**config.mk**
```make
export PLATFORM = sky130hd
export DESIGN_NAME = simmem_bank
export DESIGN_NICKNAME = d
export VERILOG_FILES = /design/src/hw/simmem_msg_pkg.sv /design/src/hw/simmem_list_pkg.sv /design/src/hw/simmem_slot_alloc.sv /design/src/hw/simmem_list_store.sv /design/src/hw/simmem_release_arb.sv /design/src/hw/simmem_bank.sv
export VERILOG_INCLUDE_DIRS = /design/src /design/src/hw
export SDC_FILE = /design/constraint.sdc
export NUM_CORES = 1
export LEC_CHECK = 0
export BUFFER_PORTS_ARGS = -buffer_cell sky130_fd_sc_hd__buf_4
export CAP_MARGIN = 0
export CORE_ASPECT_RATIO = 1.4
export CORE_MARGIN = 2
export CORE_UTILIZATION = 55
export DETAILED_ROUTE_END_ITERATION = 10
export PLACE_DENSITY = 0.75
export SETUP_SLACK_MARGIN = 0.15
export SYNTH_ARGS = -nofsm -noshare
export SYNTH_HDL_FRONTEND = slang
export SYNTH_SLANG_ARGS = --single-unit
```
**constraint.sdc**
```tcl
create_clock -name clk_i -period 2.8 [get_ports clk_i]
set_input_delay 0.14 -clock clk_i [delete_from_list [all_inputs] [get_ports clk_i]]
set_output_delay 0.14 -clock clk_i [all_outputs]
set_load 0.01 [all_outputs]
```
**src/hw/simmem_bank_consts.svh**
```systemverilog
/*
 * Sizing constants for the message bank
 * Identifier count and width, slot pool capacity, slot address and payload widths
 */

`ifndef SIMMEM_BANK_CONSTS_SVH
`define SIMMEM_BANK_CONSTS_SVH

// Number of AXI identifiers with their own list
`define SIMMEM_NUM_IDS 4
`define SIMMEM_ID_W 2

// Shared slot pool
`define SIMMEM_CAPACITY 8
`define SIMMEM_SLOT_W 3

// Response payload without the identifier
`define SIMMEM_PAYLOAD_W 16

`endif

```
**src/hw/simmem_msg_pkg.sv**
```systemverilog
/*
 * Message field types
 * AXI identifier and response payload words
 */

`include "simmem_bank_consts.svh"

package simmem_msg_pkg;

  // AXI identifier of a stored response
  typedef logic [`SIMMEM_ID_W-1:0] msg_id_t;

  // Response payload, stored in the payload RAM
  typedef logic [`SIMMEM_PAYLOAD_W-1:0] msg_payload_t;

endpackage

```
**src/hw/simmem_list_pkg.sv**
```systemverilog
/*
 * Slot and list bookkeeping types
 * Slot index, one-bit-per-slot map and list length
 */

`include "simmem_bank_consts.svh"

package simmem_list_pkg;

  // Index of a slot in the shared pool
  typedef logic [`SIMMEM_SLOT_W-1:0] slot_addr_t;

  // One bit per slot, set while the slot is in use
  typedef logic [`SIMMEM_CAPACITY-1:0] slot_map_t;

  // List length, 0 up to the full capacity
  typedef logic [`SIMMEM_SLOT_W:0] list_len_t;

endpackage

```
**src/hw/simmem_slot_alloc.sv**
```systemverilog
/*
 * Producer side of the message bank
 * Used-slot map, lowest-free-slot search, push and payload write,
 * credit return for freed slots
 */

`include "simmem_bank_consts.svh"

module simmem_slot_alloc
  import simmem_msg_pkg::*, simmem_list_pkg::*;
(
  input  logic         clk_i,
  input  logic         rst_ni,

  // Credit ingress
  input  logic         i_in_valid,
  input  msg_id_t      i_in_id,
  input  msg_payload_t i_in_payload,

  // Slot returned by the consumer
  input  logic         i_free_valid,
  input  slot_addr_t   i_free_slot,

  // Push towards the consumer
  output logic         o_push_valid,
  output msg_id_t      o_push_id,
  output slot_addr_t   o_push_slot,

  // Payload write towards the buffer
  output logic         o_pay_we,
  output slot_addr_t   o_pay_addr,
  output msg_payload_t o_pay_data,

  output logic         o_credit
);

  ////////////////////////////////////////////////////////////////////////////
  // Free slot search
  ////////////////////////////////////////////////////////////////////////////

  slot_map_t  used_q;
  slot_map_t  used_d;
  slot_addr_t nxt_free_slot;
  logic       credit_q;

  // Priority search, lowest free index wins
  // Walking down lets the lowest hit overwrite the others
  always_comb begin
    nxt_free_slot = '0;
    for (int i = `SIMMEM_CAPACITY - 1; i >= 0; i--) begin
      if (!used_q[i]) begin
        nxt_free_slot = slot_addr_t'(i);
      end
    end
  end

  // The sender only sends with a credit, so a free slot always exists here
  always_comb begin
    used_d = used_q;
    if (i_free_valid) begin
      used_d[i_free_slot] = 1'b0;
    end
    if (i_in_valid) begin
      used_d[nxt_free_slot] = 1'b1;
    end
  end

  ////////////////////////////////////////////////////////////////////////////
  // Push and payload write, same cycle as the input
  ////////////////////////////////////////////////////////////////////////////

  assign o_push_valid = i_in_valid;
  assign o_push_id    = i_in_id;
  assign o_push_slot  = nxt_free_slot;

  assign o_pay_we   = i_in_valid;
  assign o_pay_addr = nxt_free_slot;
  assign o_pay_data = i_in_payload;

  // One credit pulse per freed slot, one cycle after the free
  assign o_credit = credit_q;

  always_ff @(posedge clk_i or negedge rst_ni) begin
    if (!rst_ni) begin
      used_q   <= '0;
      credit_q <= 1'b0;
    end else begin
      used_q   <= used_d;
      credit_q <= i_free_valid;
    end
  end

endmodule

```
**src/hw/simmem_list_store.sv**
```systemverilog
/*
 * Storage of the message bank
 * Payload RAM with registered read, next-slot pointer RAM with direct read
 */

`include "simmem_bank_consts.svh"

module simmem_list_store
  import simmem_msg_pkg::*, simmem_list_pkg::*;
(
  input  logic         clk_i,
  input  logic         rst_ni,

  // Payload port, written by the producer and read by the consumer
  input  logic         i_pay_we,
  input  slot_addr_t   i_pay_addr,
  input  msg_payload_t i_pay_data,
  input  logic         i_pay_re,
  input  slot_addr_t   i_pay_raddr,
  output msg_payload_t o_pay_rdata,

  // Next-slot pointers of the per-identifier lists
  input  logic         i_link_we,
  input  slot_addr_t   i_link_addr,
  input  slot_addr_t   i_link_data,
  input  slot_addr_t   i_link_raddr,
  output slot_addr_t   o_link_rdata
);

  msg_payload_t pay_mem  [`SIMMEM_CAPACITY];
  slot_addr_t   link_mem [`SIMMEM_CAPACITY];
  msg_payload_t pay_rdata_q;

  always_ff @(posedge clk_i) begin
    if (i_pay_we) begin
      pay_mem[i_pay_addr] <= i_pay_data;
    end
    if (i_link_we) begin
      link_mem[i_link_addr] <= i_link_data;
    end
  end

  // Read data register feeds the output payload directly
  // It holds between reads, which keeps the egress stable under back-pressure
  always_ff @(posedge clk_i or negedge rst_ni) begin
    if (!rst_ni) begin
      pay_rdata_q <= '0;
    end else if (i_pay_re) begin
      pay_rdata_q <= pay_mem[i_pay_raddr];
    end
  end

  assign o_pay_rdata = pay_rdata_q;

  // Pointer read is combinational so the head can advance in the release cycle
  assign o_link_rdata = link_mem[i_link_raddr];

endmodule

```
**src/hw/simmem_release_arb.sv**
```systemverilog
/*
 * Consumer side of the message bank
 * Per-identifier head, tail and length, link writes on push,
 * fixed-priority release, output register and slot free
 */

`include "simmem_bank_consts.svh"

module simmem_release_arb
  import simmem_msg_pkg::*, simmem_list_pkg::*;
(
  input  logic       clk_i,
  input  logic       rst_ni,

  // Push from the producer
  input  logic       i_push_valid,
  input  msg_id_t    i_push_id,
  input  slot_addr_t i_push_slot,

  // Link RAM access
  output logic       o_link_we,
  output slot_addr_t o_link_addr,
  output slot_addr_t o_link_data,
  output slot_addr_t o_link_raddr,
  input  slot_addr_t i_link_rdata,

  // Payload read, data shows up one cycle later
  output logic       o_pay_re,
  output slot_addr_t o_pay_raddr,

  // Slot handed back to the producer
  output logic       o_free_valid,
  output slot_addr_t o_free_slot,

  // Egress handshake
  input  logic       i_out_ready,
  output logic       o_out_valid,
  output msg_id_t    o_out_id
);

  slot_addr_t head_q [`SIMMEM_NUM_IDS];
  slot_addr_t head_d [`SIMMEM_NUM_IDS];
  slot_addr_t tail_q [`SIMMEM_NUM_IDS];
  slot_addr_t tail_d [`SIMMEM_NUM_IDS];
  list_len_t  len_q  [`SIMMEM_NUM_IDS];
  list_len_t  len_d  [`SIMMEM_NUM_IDS];

  logic       out_valid_q;
  msg_id_t    out_id_q;
  slot_addr_t out_slot_q;
  logic       free_valid_q;
  slot_addr_t free_slot_q;

  logic       out_xfer;
  logic       any_pending;
  logic       release_en;
  msg_id_t    rel_id;

  ////////////////////////////////////////////////////////////////////////////
  // Release choice
  ////////////////////////////////////////////////////////////////////////////

  assign out_xfer = out_valid_q && i_out_ready;

  // Lowest non-empty identifier, found by a downward walk
  always_comb begin
    rel_id      = '0;
    any_pending = 1'b0;
    for (int i = `SIMMEM_NUM_IDS - 1; i >= 0; i--) begin
      if (len_q[i] != '0) begin
        rel_id      = msg_id_t'(i);
        any_pending = 1'b1;
      end
    end
  end

  // Output register empty or leaving this cycle
  assign release_en = any_pending && (!out_valid_q || i_out_ready);

  // Head payload and its successor are read in the release cycle
  assign o_pay_re     = release_en;
  assign o_pay_raddr  = head_q[rel_id];
  assign o_link_raddr = head_q[rel_id];

  // Append behind the old tail when the list is not empty
  assign o_link_we   = i_push_valid && (len_q[i_push_id] != '0);
  assign o_link_addr = tail_q[i_push_id];
  assign o_link_data = i_push_slot;

  ////////////////////////////////////////////////////////////////////////////
  // List pointers
  ////////////////////////////////////////////////////////////////////////////

  always_comb begin
    for (int i = 0; i < `SIMMEM_NUM_IDS; i++) begin
      head_d[i] = head_q[i];
      tail_d[i] = tail_q[i];
      len_d[i]  = len_q[i];

      if (i_push_valid && i_push_id == msg_id_t'(i)) begin
        tail_d[i] = i_push_slot;
        len_d[i]  = len_d[i] + list_len_t'(1);
        // First element of an empty list
        if (len_q[i] == '0) begin
          head_d[i] = i_push_slot;
        end
      end

      if (release_en && rel_id == msg_id_t'(i)) begin
        len_d[i] = len_d[i] - list_len_t'(1);
        // Last element gone: a push in the same cycle becomes the head,
        // its link write is not visible yet
        if (len_q[i] == list_len_t'(1)) begin
          if (i_push_valid && i_push_id == msg_id_t'(i)) begin
            head_d[i] = i_push_slot;
          end
        end else begin
          head_d[i] = i_link_rdata;
        end
      end
    end
  end

  always_ff @(posedge clk_i or negedge rst_ni) begin
    if (!rst_ni) begin
      head_q <= '{default: '0};
      tail_q <= '{default: '0};
      len_q  <= '{default: '0};
    end else begin
      head_q <= head_d;
      tail_q <= tail_d;
      len_q  <= len_d;
    end
  end

  ////////////////////////////////////////////////////////////////////////////
  // Output register and slot free
  ////////////////////////////////////////////////////////////////////////////

  always_ff @(posedge clk_i or negedge rst_ni) begin
    if (!rst_ni) begin
      out_valid_q  <= 1'b0;
      free_valid_q <= 1'b0;
    end else begin
      if (release_en) begin
        out_valid_q <= 1'b1;
      end else if (i_out_ready) begin
        out_valid_q <= 1'b0;
      end
      // Slot goes back one cycle after the transfer
      free_valid_q <= out_xfer;
    end
  end

  always_ff @(posedge clk_i) begin
    if (release_en) begin
      out_id_q   <= rel_id;
      out_slot_q <= head_q[rel_id];
    end
    if (out_xfer) begin
      free_slot_q <= out_slot_q;
    end
  end

  assign o_out_valid  = out_valid_q;
  assign o_out_id     = out_id_q;
  assign o_free_valid = free_valid_q;
  assign o_free_slot  = free_slot_q;

endmodule

```
**src/hw/simmem_bank.sv**
```systemverilog
/*
 * Top level of the linked-list message bank
 * Slot allocator, list storage and release arbiter
 */

`include "simmem_bank_consts.svh"

module simmem_bank
  import simmem_msg_pkg::*, simmem_list_pkg::*;
(
  input  logic         clk_i,
  input  logic         rst_ni,

  // Credit ingress
  input  logic         i_in_valid,
  input  msg_id_t      i_in_id,
  input  msg_payload_t i_in_payload,
  output logic         o_credit,

  // Valid/ready egress
  output logic         o_out_valid,
  output msg_id_t      o_out_id,
  output msg_payload_t o_out_payload,
  input  logic         i_out_ready
);

  // Producer to consumer
  logic         push_valid;
  msg_id_t      push_id;
  slot_addr_t   push_slot;

  // Payload RAM ports
  logic         pay_we;
  slot_addr_t   pay_addr;
  msg_payload_t pay_data;
  logic         pay_re;
  slot_addr_t   pay_raddr;

  // Link RAM ports
  logic         link_we;
  slot_addr_t   link_addr;
  slot_addr_t   link_data;
  slot_addr_t   link_raddr;
  slot_addr_t   link_rdata;

  // Consumer to producer
  logic         free_valid;
  slot_addr_t   free_slot;

  simmem_slot_alloc u_slot_alloc (
    .clk_i        (clk_i),
    .rst_ni       (rst_ni),
    .i_in_valid   (i_in_valid),
    .i_in_id      (i_in_id),
    .i_in_payload (i_in_payload),
    .i_free_valid (free_valid),
    .i_free_slot  (free_slot),
    .o_push_valid (push_valid),
    .o_push_id    (push_id),
    .o_push_slot  (push_slot),
    .o_pay_we     (pay_we),
    .o_pay_addr   (pay_addr),
    .o_pay_data   (pay_data),
    .o_credit     (o_credit)
  );

  // Registered payload read drives the egress payload
  simmem_list_store u_list_store (
    .clk_i        (clk_i),
    .rst_ni       (rst_ni),
    .i_pay_we     (pay_we),
    .i_pay_addr   (pay_addr),
    .i_pay_data   (pay_data),
    .i_pay_re     (pay_re),
    .i_pay_raddr  (pay_raddr),
    .o_pay_rdata  (o_out_payload),
    .i_link_we    (link_we),
    .i_link_addr  (link_addr),
    .i_link_data  (link_data),
    .i_link_raddr (link_raddr),
    .o_link_rdata (link_rdata)
  );

  simmem_release_arb u_release_arb (
    .clk_i        (clk_i),
    .rst_ni       (rst_ni),
    .i_push_valid (push_valid),
    .i_push_id    (push_id),
    .i_push_slot  (push_slot),
    .o_link_we    (link_we),
    .o_link_addr  (link_addr),
    .o_link_data  (link_data),
    .o_link_raddr (link_raddr),
    .i_link_rdata (link_rdata),
    .o_pay_re     (pay_re),
    .o_pay_raddr  (pay_raddr),
    .o_free_valid (free_valid),
    .o_free_slot  (free_slot),
    .i_out_ready  (i_out_ready),
    .o_out_valid  (o_out_valid),
    .o_out_id     (o_out_id)
  );

endmodule

```
# After elaboration in Yosys (flattened, before gate mapping)
# Memory sizes are Yosys's and may differ from the RTL's. A register that Yosys moved wholly into a read port is not among the register bits.
# Index checks and enable logic that the tools add are counted.
dict set report totals {
  elab_cells 143
  reg_bits 59
  mem_bits_rw 152
  mem_count 2
  out_inout_bits 20
  input_bits 22
}
# memory words width read_ports rd_ports_with_merged_regs wr line_no
set memory_table {}
lappend memory_table {u_list_store.pay_mem 8 16 1 1 1 simmem_list_store.sv:30} ;# msg_payload_t pay_mem [`SIMMEM_CAPACITY];
lappend memory_table {u_list_store.link_mem 8 3 1 0 1 simmem_list_store.sv:31} ;# slot_addr_t link_mem [`SIMMEM_CAPACITY];
dict set report op_classes {
  n_reduce_logical 28
  n_addsub 8
  n_eq_ne 10
  n_lt_le_gt_ge 6
  bitwise_logic 5
  n_mux 65
}
# operator n
set op_table {}
lappend op_table {{3-bit two-way mux} 32}
lappend op_table {{4-bit two-way mux} 10}
lappend op_table {{4-bit nonzero test} 5}
lappend op_table {{4-bit by 1-bit adder with 4-bit output, second input constant} 4}
lappend op_table {{4-bit by 1-bit equality test with 1-bit output, second input constant} 4}
lappend op_table {{4-bit logical NOT} 4}
lappend op_table {{8-bit two-way mux} 2}
lappend op_table {{4-bit by 1-bit subtractor with 4-bit output, second input constant} 4}
lappend op_table {{1-bit logical AND} 13}
lappend op_table {{3-bit binary-select mux with 2-bit select} 2}
lappend op_table {{1-bit two-way mux} 12}
lappend op_table {{8-bit AND} 1}
lappend op_table {{4-bit binary-select mux with 2-bit select} 1}
lappend op_table {{2-bit equality test, second input constant} 4}
lappend op_table {{3-bit by 4-bit < comparator with 1-bit output, second input constant} 2}
lappend op_table {{2-bit two-way mux} 4}
lappend op_table {{8-bit NOT} 1}
lappend op_table {{8-bit OR} 1}
lappend op_table {{1-bit demux with 3-bit select} 2}
lappend op_table {{3-bit by 1-bit >= comparator with 1-bit output, second input constant} 2}
lappend op_table {{3-bit >= comparator, second input constant} 2}
lappend op_table {{2-bit NOT with 3-bit output} 2}
lappend op_table {{2-bit by 1-bit equality test with 1-bit output, second input constant} 2}
lappend op_table {{2-bit logical NOT} 2}
lappend op_table {{3 further kinds} 4}

# Logic depth before layout (Yosys ltp)
# Gate-level depths: netlist (run 1).
dict set report depth {
  word_depth 14
  ltp_mapped 13
  mapped_depth_nobuf 11
}

# Hierarchy
# Synthesis (run 1) repeated with hierarchy kept, for this count alone.
dict set report unflattened {
  cells_unflattened 769
  area_unflattened_um2 10408.7
}
# module cells_each area_each_um2 seq_area_each_um2 n_inst
set modules_own_cells {}
lappend modules_own_cells {simmem_list_store 372 6605.1 4964.8 1}
lappend modules_own_cells {simmem_release_arb 321 3168.0 1291.2 1}
lappend modules_own_cells {simmem_slot_alloc 76 635.6 225.2 1}

# Least setup slack after synthesis (run 1)
# No wires, ideal clock.
dict set report synth_path {
  path_type {register -> register}
  start {reg u_slot_alloc.used_q[0]}
  end {mem u_list_store.pay_mem[4][0] (netlist name) (enable)}
  t_required_ns 2.388
  stages_incl_launch_ff 6
  n_path_buf 0
  period_less_slack_ns 2.669
  arrival_time_ns 2.258
  setup_time_ns 0.412
  slack_ns 0.131
  cell_sequence {dfrtp_1 > nand4_1 > a41o_1 > inv_1 > nand2_1 > nor3_1}
}
dict set report synth_via {
  elab_chain_len 1
}
# element line_no
set synth_lines {}
lappend synth_lines {{start: declaration} simmem_slot_alloc.sv:41} ;# slot_map_t used_q;
lappend synth_lines {{start signal: assignment} simmem_slot_alloc.sv:88} ;# used_q <= used_d;
lappend synth_lines {{3-bit two-way mux} simmem_slot_alloc.sv:51} ;# if (!used_q[i]) begin
lappend synth_lines {{via link_data[2]} simmem_bank.sv:42} ;# slot_addr_t link_data;
lappend synth_lines {{end: declaration} simmem_list_store.sv:30}
# The timed path passes the listed nets, and every way through them passes these cells.

# Final worst setup path (run 1)
dict set report layout_path {
  start {reg u_release_arb.len_q[13] (netlist name)}
  end {reg u_list_store.pay_rdata_q[8], in the netlist u_list_store.o_pay_rdata[8] (read register of u_list_store.pay_mem)}
}
dict set report layout_via {
  elab_chain_len 6
  word_cells_on_any_way 8
  cone_classes {5 x mux; 1 x bitwise; 2 x reduce/logical}
}
# element line_no
set layout_lines {}
lappend layout_lines {{start: declaration} simmem_release_arb.sv:45} ;# list_len_t len_q [`SIMMEM_NUM_IDS];
lappend layout_lines {{start signal: assignment} simmem_release_arb.sv:132} ;# len_q <= len_d;
lappend layout_lines {{4-bit nonzero test (*)} simmem_release_arb.sv:70} ;# if (len_q[i] != '0) begin
lappend layout_lines {{2-bit two-way mux} simmem_release_arb.sv:70}
lappend layout_lines {{2-bit NOT with 3-bit output (implied by the code)} simmem_release_arb.sv:82} ;# assign o_pay_raddr = head_q[rel_id];
lappend layout_lines {{3-bit binary-select mux with 2-bit select} simmem_release_arb.sv:82}
lappend layout_lines {{3-bit two-way mux (implied by the code) (2 in a row)} simmem_release_arb.sv:82}
lappend layout_lines {{end: declaration} simmem_list_store.sv:32} ;# msg_payload_t pay_rdata_q;
# Every way passes the cells marked *; elsewhere a longest branch is shown, timed or not. The select of a mux whose other input is x is not followed.
# A chain may end at the register's enable or synchronous reset.

==> results.md, run 1 <==
- Number of CTS-inserted buffers: 21
- NetSw: 0.00523 W
- Status: completed
- Maximum clock path buffer count: 3
- Post-DP HPWL: 13900 um
- Post-Syn Area: 9800 sq um
- Final ANT Viol Nets: 0
- Clock-pin transition on the worst setup and hold timing paths: 0.07 ns
- Effective utilization at floorplan: 56.3%
- Final core occ: 69.3%
- Commonest cells in the netlist: edfxtp_1 (160), nand2_1 (71), a21oi_1 (68)
- Yosys warning count: 0
- Port Buf Inserts: 41
- Startpoint class of the critical path: register
- CP Class: reg -> reg
- Worst Setup End Kind: register
- Async set or reset register ratio after synthesis: 29.5%
- Layout cells sized above 1: 25.1%
- GP Congestion: 0.897
- Worst-Skew Late Latency: 0.50 ns
- Synth Area in XOR/XNOR: 2.23%
- Die H: 162 um
- TritonCTS clock tree: built
- Final hold vios: 0
- Core Region: 17400 sq um
- EDFF count, synth: 160
- DRC Markers: 0
- Final Setup Violations: 0
- Worst Skew: 0.0152 ns
- Setup TNS: 0 ns
- Synth top area cells: edfxtp_1 (49%), dfrtp_1 (17%), mux2i_1 (3.6%)
- Internal: 0.00907 W
- Ys flop type: edfxtp_1
- Netlist cell types: 60
- Multiplexer area fraction after synthesis: 6.10%
- Yosys top cell by area: edfxtp_1
- Clock share of power: 20.2%
- Simple-gate share of the synthesized area: 9.09%
- Cells after DPL: 1009
- Clock Sinks: 227
- TritonRoute pass-1 iters: 7
- Reg2Reg Setup Slack: 0.08 ns
- Gr ovfl total: 0
- IO Pins: 42
- Max_cap viols: 0
- CP cell instances: inv_2 > ha_4 > or3b_4 > a21oi_4 > o21ai_4 > o21ai_4 > clkinv_4 > buf_4 > bufbuf_16 > a21oi_1 > a21oi_1 > a221o_1
- Crit-path slowest cell: or3b_4
- Global-route wire length before repair: 35000 um
- DIE AREA: 18900 sq um
- Vias per inst: 6.03
- Post-synthesis sequential area ratio: 66.1%
- Initial DRC count: 635
- Largest net degree at the start of global routing: 68
- Post-Synthesis Cells: 732
- Number of global-route vias before repair: 6883
- H-tree levels: 1
- Synth top area share: 49.0%
- Worst Tran Pin Value: 0.932 ns
- Adder-cell share of the synthesized area: 2.04%
- Largest family of logic cells by synthesized area: compound AO/OA/AOI/OAI gates
- Nets: 889
- Number of diodes: 0
- Via count: 6648
- Leakage dissipation: 4.59 nW
- Switching share of power: 36.6%
- Die W: 117 um
- Seq pwr share: 36.2%
- Most common cell in the netlist: edfxtp_1
- Pins Over Slew Limit: 0
- Syn_area_per_cell: 13.4 sq um
- Row cnt: 57
- Compound-gate portion of the synthesized area: 11.7%
- Logic gate share of total power: 43.6%
- Max-slew headroom: 37.9%
- Initial antenna violation count: 0
- Root Buffer: clkbuf_16
- CP required: 3.17 ns
- Dpl cell area: 10600 sq um
- WL/cell: 21.1 um
- Maximum vdd drop: 752 uV
- Buf/Inv on CP: 4
- PD cells: 1190 nW/um^2
- CP delay by family, top: compound AO/OA/AOI/OAI gates
- Fin crit period: 2.72 ns
- Hold crit path type: in -> reg
- RSZ-0062 raised after global routing: true
- Max FO, Critical Path: 15
- Layout area overhead: 23.0%
- Total Wirelength: 23300 um
- Max Fclk: 0.368 GHz
- Non-filler instance count after layout: 1102
- CP arrival: 3.08 ns
- Final instance area: 12100 sq um
- Final worst-path cycle share: 97.0%
- Tot GR Track Use: 23.8%
- Syn_nets: 770
- Count of state elements after synthesis: 227
- Crit-path max cell delay: 0.45 ns
-- kinds of logic (layout without fill, tap and decap cells) --
family / count (synthesis) / count (layout)
DFF: 227 / 227
and+or+nand+nor: 178 / 178
AOI/OAI and AO/OA: 176 / 176
buffers and inverters: 56 / 190
muxes: 54 / 54
xor gates and xnor gates: 25 / 25
adders and majority gates: 16 / 16
-- cells in the final DEF (no fill, tap or decap), types with 4 or more instances in the layout --
cell type / n
edfxtp_1: 160
buf_4: 103
nand2_1: 70
dfrtp_1: 67
a21oi_1: 52
mux2i_1: 35
nor2_1: 27
clkbuf_16: 22
xnor2_1: 21
o21ai_0: 20
nand3_1: 17
a22oi_1: 17
dlygate4sd3_1: 17
o21ai_1: 16
a221o_1: 16
mux2_1: 14
a21oi_2: 12
ha_1: 12
inv_1: 9
nor3_2: 9
inv_2: 8
nor3_1: 8
nand4_1: 8
nor2b_1: 7
buf_12: 7
nand2b_1: 6
a211oi_1: 6
o31ai_1: 6
clkbuf_1: 6
clkinv_2: 5
nand3b_1: 4
a21oi_4: 4
xor2_1: 4
a21o_1: 4
ha_4: 4
-- worst register-to-register path, stage by stage (launching register included) --
cell	delay (ns)
dfrtp_1	0.40
inv_2	0.09
ha_4	0.12
or3b_4	0.45
a21oi_4	0.18
o21ai_4	0.09
o21ai_4	0.11
clkinv_4	0.13
buf_4	0.16
bufbuf_16	0.29
a21oi_1	0.17
a21oi_1	0.12
a221o_1	0.29
-- registers in the layout, summed over array words and instances, names as in the netlist --
| register | count |
|---|---|
| u_slot_alloc.used_q | 8 |
| u_release_arb.o_out_id | 2 |
| u_release_arb.tail_q | 12 |
| u_list_store.link_mem | 24 |
| u_list_store.o_pay_rdata | 16 |
| u_list_store.pay_mem | 128 |
| u_release_arb.o_free_slot | 3 |
| u_release_arb.len_q | 16 |
| u_release_arb.o_out_valid | 1 |
| u_release_arb.head_q | 12 |
| u_slot_alloc.o_credit | 1 |
| u_release_arb.out_slot_q | 3 |
| u_release_arb.o_free_valid | 1 |
-- final timing paths --
kind | start | end | cells after the start
max | u_release_arb.len_q[13] | u_list_store.o_pay_rdata[8] | 12
min | i_out_ready | u_release_arb.o_free_valid | 2
max reg2reg | u_release_arb.len_q[13] | u_list_store.o_pay_rdata[8] | 12
min reg2reg | u_release_arb.out_slot_q[0] | u_release_arb.o_free_slot[0] | 0
max in group asynchronous | rst_ni | u_release_arb.len_q[2] | 2
min in group asynchronous | rst_ni | u_list_store.o_pay_rdata[12] | 2
-- through the flow --
stage	hold slack [ns]	worst slack [ns]	power, W
floorplan	-0.156	0.131	0.00846
global placement	0.315	-0.137	0.00991
detailed placement	0.341	-0.188	0.0102
CTS	0.0372	0.133	0.0135
global route	0.0492	-0.00304	0.0150
finish	0.0607	0.0837	0.0143
-- power by group through the flow --
stage | Clock (W) | Sequential (W) | Combinational [W]
after floorplan | 0 | 0.00513 | 0.00333
after global placement | 0 | 0.00512 | 0.00479
after detailed placement | 0 | 0.00516 | 0.00499
after CTS | 0.00293 | 0.00512 | 0.00542
after global routing | 0.00306 | 0.00523 | 0.00671
final | 0.00289 | 0.00517 | 0.00624
-- layout make-up --
cell class / count / area (sq um)
clock buffer: 27 / 548
multi-input combinational: 449 / 3320
fill: 1193 / 5350
timing repair buffer: 132 / 1180
inverter: 20 / 81.3
sequential: 227 / 6480
clock inverter: 11 / 143
tap: 236 / 295
-- per-layer routing --
| metal | wire [um] | vias to the layer above | GRT usage, % |
|---|---|---|---|
| met4 | 874 | 0 | 10.5 |
| met5 | 0 | - | 0 |
| li1 | - | 2985 | - |
| met1 | 8580 | 3314 | 27.3 |
| met2 | 12600 | 273 | 43.5 |
| met3 | 1210 | 76 | 3.28 |
-- repair_timing --
| item | 4_1_cts | 5_1_grt |
|---|---|---|
| endpoints found under the hold margin | 195 | 0 |
| pin swaps | 3 | 28 |
| resized for setup | 18 | 47 |
| cloned | 1 | 2 |
| hold buffers | 17 | 0 |
| setup buffers | 12 | 23 |
| endpoints found under the setup margin | 28 | 26 |
Note: power is estimated with default switching activity, not from simulation.
==> run 2, diff against run 1 <==
Settings changed: SYNTH_HIERARCHICAL set to 1.
==> run 2 against run 1 <==
- the flow now finishes with violations (capacitance limit, slew limit, setup timing)
- via count up 2.5%
- design area up 3.5%
- synthesized cell count up 5.1%
- largest cell class unchanged
==> results.md, run 2 <==
- Crit. Startpoint: u_release_arb/len_q[8]
- Worst Setup Slack, final: -0.334 ns (-0.417 ns)
- Maximum vdd drop: 771 uV (+2.6%)
- Hold crit path type: in -> reg
- Cells after DPL: 1045 (+3.6%)
- Power, Total: 0.0148 W (+3.4%)
- NetSw: 0.00518 W (-0.94%)
- Via count: 6815 (+2.5%)
- Pins Over Slew Limit: 1 (+1)
- Yosys warning count: 6 (+6)
- CP required: 3.17 ns (about the same)
- Most common cell in the netlist: edfxtp_1
- Final worst-path cycle share: 112% (+15 points)
- TritonCTS clock tree: built
- Largest register FFs: 128 (unchanged)
- Clock-pin transition on the worst setup and hold timing paths: 0.07 ns (about the same)
- Largest register by flop count: u_list_store/pay_mem
- Max_cap viols: 1 (+1)
- Final core occ: 67.0% (-2.2 points)
- Yosys top cell by area: edfxtp_1
- Switching share of power: 35.0% (-1.5 points)
- Biggest regs: u_list_store/pay_mem (128), u_list_store/link_mem (24)
- Hold-critical path depth: 3 (+1)
- Clock share of power: 20.6% (+0.4 points)
- WL/cell: 21.9 um (+3.7%)
- Commonest non-fill, non-tap cell in the layout: edfxtp_1
- Leakage dissipation: 4.93 nW (+7.4%)
- Count of state elements after synthesis: 227 (unchanged)
- Root Buffer: clkbuf_16
- Commonest cells in the netlist: edfxtp_1 (160), dfrtp_1 (67), mux2i_1 (63)
- Number of CTS-inserted buffers: 22 (+4.8%)
- Netlist cell types: 60 (unchanged)
- Non-filler instance count after layout: 1118 (+1.5%)
- CP Class: reg -> reg
- PD cells: 1190 nW/um^2 (about the same)
- Worst Tran Pin Value: 1.50 ns (+0.567 ns)
- Gr ovfl total: 0 (unchanged)
- Async set or reset register ratio after synthesis: 29.5% (unchanged)
- Worst Skew: 0.0132 ns (-0.00200 ns)
- Most frequent cells in the layout: edfxtp_1 (160), buf_4 (99), dfrtp_1 (67)
- Total Wirelength: 24500 um (+5.2%)
- Synth top area cells: edfxtp_1 (46%), dfrtp_1 (16%), mux2i_1 (6.1%)
- Max-slew headroom: -0.108% (-38 points)
- Status: finished, violations left
- Syn_nets: 807 (+4.8%)
- GP Congestion: 0.937 (+4.5%)
- Synth top area share: 46.2% (-2.9 points)
- Global-route wire length before repair: 38300 um (+9.6%)
- Logic gate share of total power: 44.5% (+0.9 points)
- Post-synthesis sequential area ratio: 62.3% (-3.9 points)
- Post-DP HPWL: 14700 um (+6.0%)
- Effective utilization at floorplan: 56.0% (-0.36 points)
- Initial antenna violation count: 1 (+1)
- Dpl cell area: 11200 sq um (+5.6%)
- R2R depth: 13 (+1)
- Hold Startpoint: i_in_valid
- EDFF count, synth: 160 (unchanged)
- Vias per inst: 6.10 (+1.0%)
- Worst-Skew Late Latency: 0.50 ns (about the same)
- Seq pwr share: 34.8% (-1.4 points)
- Clock Sinks: 227 (unchanged)
- Max FO, Critical Path: 7 (-8)
- Failing checks: capacitance limit, slew limit, setup timing
- Die H: 167 um (+3.0%)
- CP arrival: 3.50 ns (+0.42 ns)
- Fin crit period: 3.13 ns (+0.417 ns)
- Ys flop type: edfxtp_1
- Maximum clock path buffer count: 3 (unchanged)
- H-tree levels: 1 (unchanged)
- Initial DRC count: 618 (-2.7%)
- Post-Synthesis Cells: 769 (+5.1%)
- Layout area overhead: 19.8%
- TritonRoute pass-1 iters: 5 (-2)
- Largest net degree at the start of global routing: 68 (unchanged)
- Final hold vios: 0 (unchanged)
- Layout cells sized above 1: 24.6% (-0.43 points)
- Die W: 120 um (+3.0%)
- IO Pins: 42 (unchanged)
- DIE AREA: 20100 sq um (+6.0%)
- Nets: 895 (+0.67%)
- Setup WS pre-CTS: -0.346 ns (-0.158 ns)
- Worst Setup End Kind: register
- Internal: 0.00961 W (+5.9%)
- Final Setup Violations: 28 (+28)
- RSZ-0062 raised after global routing: true
- Reg-to-Reg Start: u_release_arb/len_q[8]
- Port Buf Inserts: 41 (unchanged)
- Core Region: 18600 sq um (+6.9%)
- Startpoint class of the critical path: register
- Syn_area_per_cell: 13.5 sq um (+1.1%)
- Max Fclk: 0.319 GHz (-13%)
- Post-Syn Area: 10400 sq um (+6.2%)
- Final instance area: 12500 sq um (+3.5%)
- Number of global-route vias before repair: 7070 (+2.7%)
- Tot GR Track Use: 24.5% (+0.68 points)
- Row cnt: 59 (+3.5%)
- DRC Markers: 0 (unchanged)
- Final ANT Viol Nets: 0 (unchanged)
[run 2: cell count changes in the layout (fill, tap and decap cells not counted), moves of 11 or more]
cell	previous run	this run
a221o_1	16	0
o21ai_0	20	9
a211o_1	0	16
nand3_1	17	28
nand2_1	70	58
a21oi_1	52	11
mux2_1	14	0
nor2b_1	7	35
mux2i_1	35	63
a41o_1	1	16
[run 2: path summary, 6_finish.rpt]
check                                                to  slack (ns)
min                              u_slot_alloc/used_q[6]        0.02
max                                            register       -0.33
min in group asynchronous  u_list_store/o_pay_rdata[13]        0.30
max reg2reg                                    register       -0.33
max in group asynchronous       u_release_arb/tail_q[8]        1.84
min reg2reg                u_release_arb/o_free_slot[1]        0.44
[run 2: per-stage QoR]
step	TNS, ns	hold slack, ns
floorplan	-4.39	-0.156
global placement	-4.55	0.339
detailed placement	-6.19	0.348
CTS	-2.84	0.0150
global route	-6.90	0.0226
finish	-4.27	0.0214
[run 2: critical path, stage by stage (launching register included)]
cell	delay, ns
dfrtp_1	0.39
inv_2	0.09
ha_4	0.13
or3b_4	0.41
buf_12	0.15
o31ai_4	0.21
a22oi_2	0.11
o21ai_4	0.08
buf_12	0.14
mux4_2	0.48
mux2_4	0.30
a21boi_1	0.14
o21ai_1	0.25
a31oi_1	0.12
[run 2: final cells by class]
class | instances | area (sq um)
Clock inverter | 8 | 114
Tap cell | 244 | 305
Inverter | 13 | 48.8
Clock buffer | 32 | 639
Timing Repair Buffer | 131 | 1220
Sequential cell | 227 | 6480
Multi-Input combinational cell | 462 | 3660
Fill cell | 1292 | 6130
Antenna cell | 1 | 2.50
[run 2: timing repair]
action                                 CTS  global route
pin swaps                                7             5
resized for setup                       26            13
setup buffers                            6             4
cloned                                   5             0
setup endpoints to repair               28            28
endpoints found under the hold margin  195             0
hold buffers                            17             0
[run 2: kinds of logic after synthesis]
kind of cell	count (synthesis)	synth area share, %
AO/OA/AOI/OAI	121	8.73
XOR/XNOR	25	2.10
adder cells (fa/ha/maj)	16	1.92
buffers and inverters	81	4.81
flip-flops	227	62.3
multiplexers	81	8.98
AND/OR/NAND/NOR	218	11.2
[run 2: power by group through the flow]
stage	clock network (W)	logic, W	registers, W
4_1_cts	0.00308	0.00626	0.00513
2_1_floorplan	0	0.00386	0.00514
5_1_grt	0.00323	0.00699	0.00522
3_5_place_dp	0	0.00555	0.00517
6_report	0.00305	0.00658	0.00515
3_3_place_gp	0	0.00531	0.00513
[run 2: metal layers]
layer	wire length, um	global-route usage [%]	part of all wire (%)
met1	8830	28.5	36
met2	13300	46.1	54
met3	1410	3.36	5.8
met5	0	0	0
met4	913	7.89	3.7
==> run 3, diff against run 2 <==
Settings changed: SKIP_LAST_GASP set to 1.
==> run 3 against run 2 <==
- the flow finishes with violations (capacitance limit, setup timing)
- cell count did not move
- die area did not move
- non-clock buffer count did not move
- register-to-register slack barely moved
- sequential power barely moved
- first-iteration DRC count rose by 9.4%
- clock power barely moved
- combinational power barely moved
- sequential cell count did not move
- global-route usage did not move
==> results.md, run 3 (synthesis results as in run 2) <==
- Register area: 6480 sq um (unchanged)
- Worst Setup Slack, final: -0.343 ns (-0.00901 ns)
- Power, Total: 0.0148 W (-0.20%)
- Met2 wire len: 13200 um (-0.59%)
- Final hold vios: 0 (unchanged)
- Fin crit period: 3.14 ns (+0.00901 ns)
- CP Class: reg -> reg
- Gr ovfl total: 0 (unchanged)
- Biggest regs: u_list_store/pay_mem (128), u_list_store/link_mem (24)
- TritonCTS clock tree: built
- Layout area overhead: 19.7%
- Status: finished, violations left
- Core Region: 18600 sq um (unchanged)
- DIE AREA: 20100 sq um (unchanged)
- Layout cells sized above 1: 24.5% (-0.11 points)
- DRC Markers: 0 (unchanged)
- H-tree levels: 1 (unchanged)
- Initial antenna violation count: 1 (unchanged)
- Nets: 895 (unchanged)
- Worst Tran Pin Value: 1.48 ns (-0.0198 ns)
- Final core occ: 67.0% (-0.067 points)
- CP required: 3.17 ns (about the same)
- Largest net degree at the start of global routing: 68 (unchanged)
- Highest metal used: met4
- Most frequent cells in the layout: edfxtp_1 (160), buf_4 (99), dfrtp_1 (67)
- Total Wirelength: 24400 um (about the same)
- Via count: 6817 (+0.029%)
- Max-slew headroom: 1.21% (+1.3 points)
- Post-DP HPWL: 14700 um (unchanged)
- Port Buf Inserts: 41 (unchanged)
- Worst Setup End Kind: register
- CP arrival: 3.51 ns (about the same)
- TritonRoute pass-1 iters: 6 (+1)
- Effective utilization at floorplan: 56.0% (unchanged)
- Number of global-route vias before repair: 7070 (unchanged)
- Failing checks: capacitance limit, setup timing
- Max Fclk: 0.318 GHz (-0.29%)
- PD cells: 1180 nW/um^2 (about the same)
- Die H: 167 um (unchanged)
- Vias per inst: 6.10 (about the same)
- Final ANT Viol Nets: 0 (unchanged)
- WL/cell: 21.9 um (about the same)
- Root Buffer: clkbuf_16
- Max FO, Critical Path: 7 (unchanged)
- Pins Over Slew Limit: 0 (-1)
- Worst Skew: 0.0140 ns (+0.000774 ns)
- Maximum vdd drop: 773 uV (+0.21%)
- IO Pins: 42 (unchanged)
- GP Congestion: 0.937 (unchanged)
- Tot GR Track Use: 24.5% (unchanged)
- Number of CTS-inserted buffers: 22 (unchanged)
- Clock-pin transition on the worst setup and hold timing paths: 0.07 ns (about the same)
- Startpoint class of the critical path: register
- Largest register FFs: 128 (unchanged)
- Fill count: 1294 (+0.15%)
- Worst-Skew Late Latency: 0.50 ns (about the same)
- Initial DRC count: 676 (+9.4%)
- Commonest non-fill, non-tap cell in the layout: edfxtp_1
- Max_cap viols: 1 (unchanged)
- Maximum clock path buffer count: 3 (unchanged)
- Met3 Routed Length: 1510 um (+6.9%)
- Clock Sinks: 227 (unchanged)
- RSZ-0062 raised after global routing: true
- Leakage dissipation: 4.93 nW (about the same)
- WL met1: 8750 um (-0.84%)
- Die W: 120 um (unchanged)
- Hold crit path type: in -> reg
- Largest register by flop count: u_list_store/pay_mem
- Row cnt: 59 (unchanged)
- Final worst-path cycle share: 112% (+0.32 points)
- Global-route wire length before repair: 38300 um (unchanged)
- Final Setup Violations: 28 (unchanged)
- Footprint of the multi-input gates: 3650 sq um (-0.34%)
-- run 3: routing by layer --
layer	vias to the layer above	track usage, %
met2	313	46.1
met5	-	0
li1	3029	-
met1	3392	28.5
met4	0	7.89
met3	83	3.36
-- run 3: layout make-up --
cell class,instances,area share (%)
multi-input combinational,462,29.3
inverter,13,0.392
clock inverter,8,0.914
tap,244,2.45
antenna,1,0.0201
sequential,227,52.0
timing repair buffer,131,9.80
clock buffer,32,5.13
-- run 3: critical path, stage by stage, from the launching register on --
cell,delay (ns)
dfrtp_1,0.39
inv_2,0.09
ha_4,0.13
or3b_4,0.41
buf_12,0.15
o31ai_4,0.21
a22oi_2,0.11
o21ai_4,0.08
buf_12,0.14
mux4_2,0.49
mux2_4,0.33
a21boi_1,0.15
o21ai_1,0.21
a31oi_1,0.12
-- run 3: path summary, 6_finish.rpt --
check                                                  from                            to  slack, ns  cells past startpoint
worst max-delay path                 u_release_arb/len_q[8]                      register      -0.34                     13
worst min-delay path                             i_in_valid        u_slot_alloc/used_q[6]       0.03                      3
worst max register to register       u_release_arb/len_q[8]                      register      -0.34                     13
worst min register to register  u_release_arb/out_slot_q[1]  u_release_arb/o_free_slot[1]       0.44                      0
max in group asynchronous                            rst_ni        u_release_arb/len_q[7]       1.85                      2
min in group asynchronous                            rst_ni  u_list_store/o_pay_rdata[13]       0.30                      2
-- run 3: power breakdown --
part           switching (W)  leakage, nW  total [W]  internal (W)
registers           0.000466         2.26    0.00514       0.00468
logic                0.00351         2.31    0.00656       0.00305
clock network        0.00119        0.365    0.00305       0.00186
total                0.00516         4.93     0.0148       0.00959
-- run 3: through the flow --
| step | setup WS [ns] | hold slack [ns] | instance area (sq um) | setup TNS, ns | cells |
|---|---|---|---|---|---|
| 6_report | -0.343 | 0.0267 | 12500 | -4.43 | 1118 |
| 5_1_grt | -0.387 | 0.0226 | 12500 | -6.94 | 1118 |
| 4_1_cts | -0.267 | 0.0150 | 12400 | -2.84 | 1113 |
| 3_5_place_dp | -0.346 | 0.348 | 11200 | -6.19 | 1045 |
| 3_3_place_gp | -0.219 | 0.339 | 11200 | -4.55 | 1045 |
| 2_1_floorplan | -0.258 | -0.156 | 10500 | -4.39 | 769 |
-- run 3: repair_timing --
item / 4_1_cts / 5_1_grt
gates resized for setup: 26 / 10
cloned: 5 / 0
buffers inserted: 6 / 4
endpoints found under the setup margin: 28 / 28
hold buffers: 17 / 0
endpoints found under the hold margin: 195 / 0
pin swaps: 7 / 5
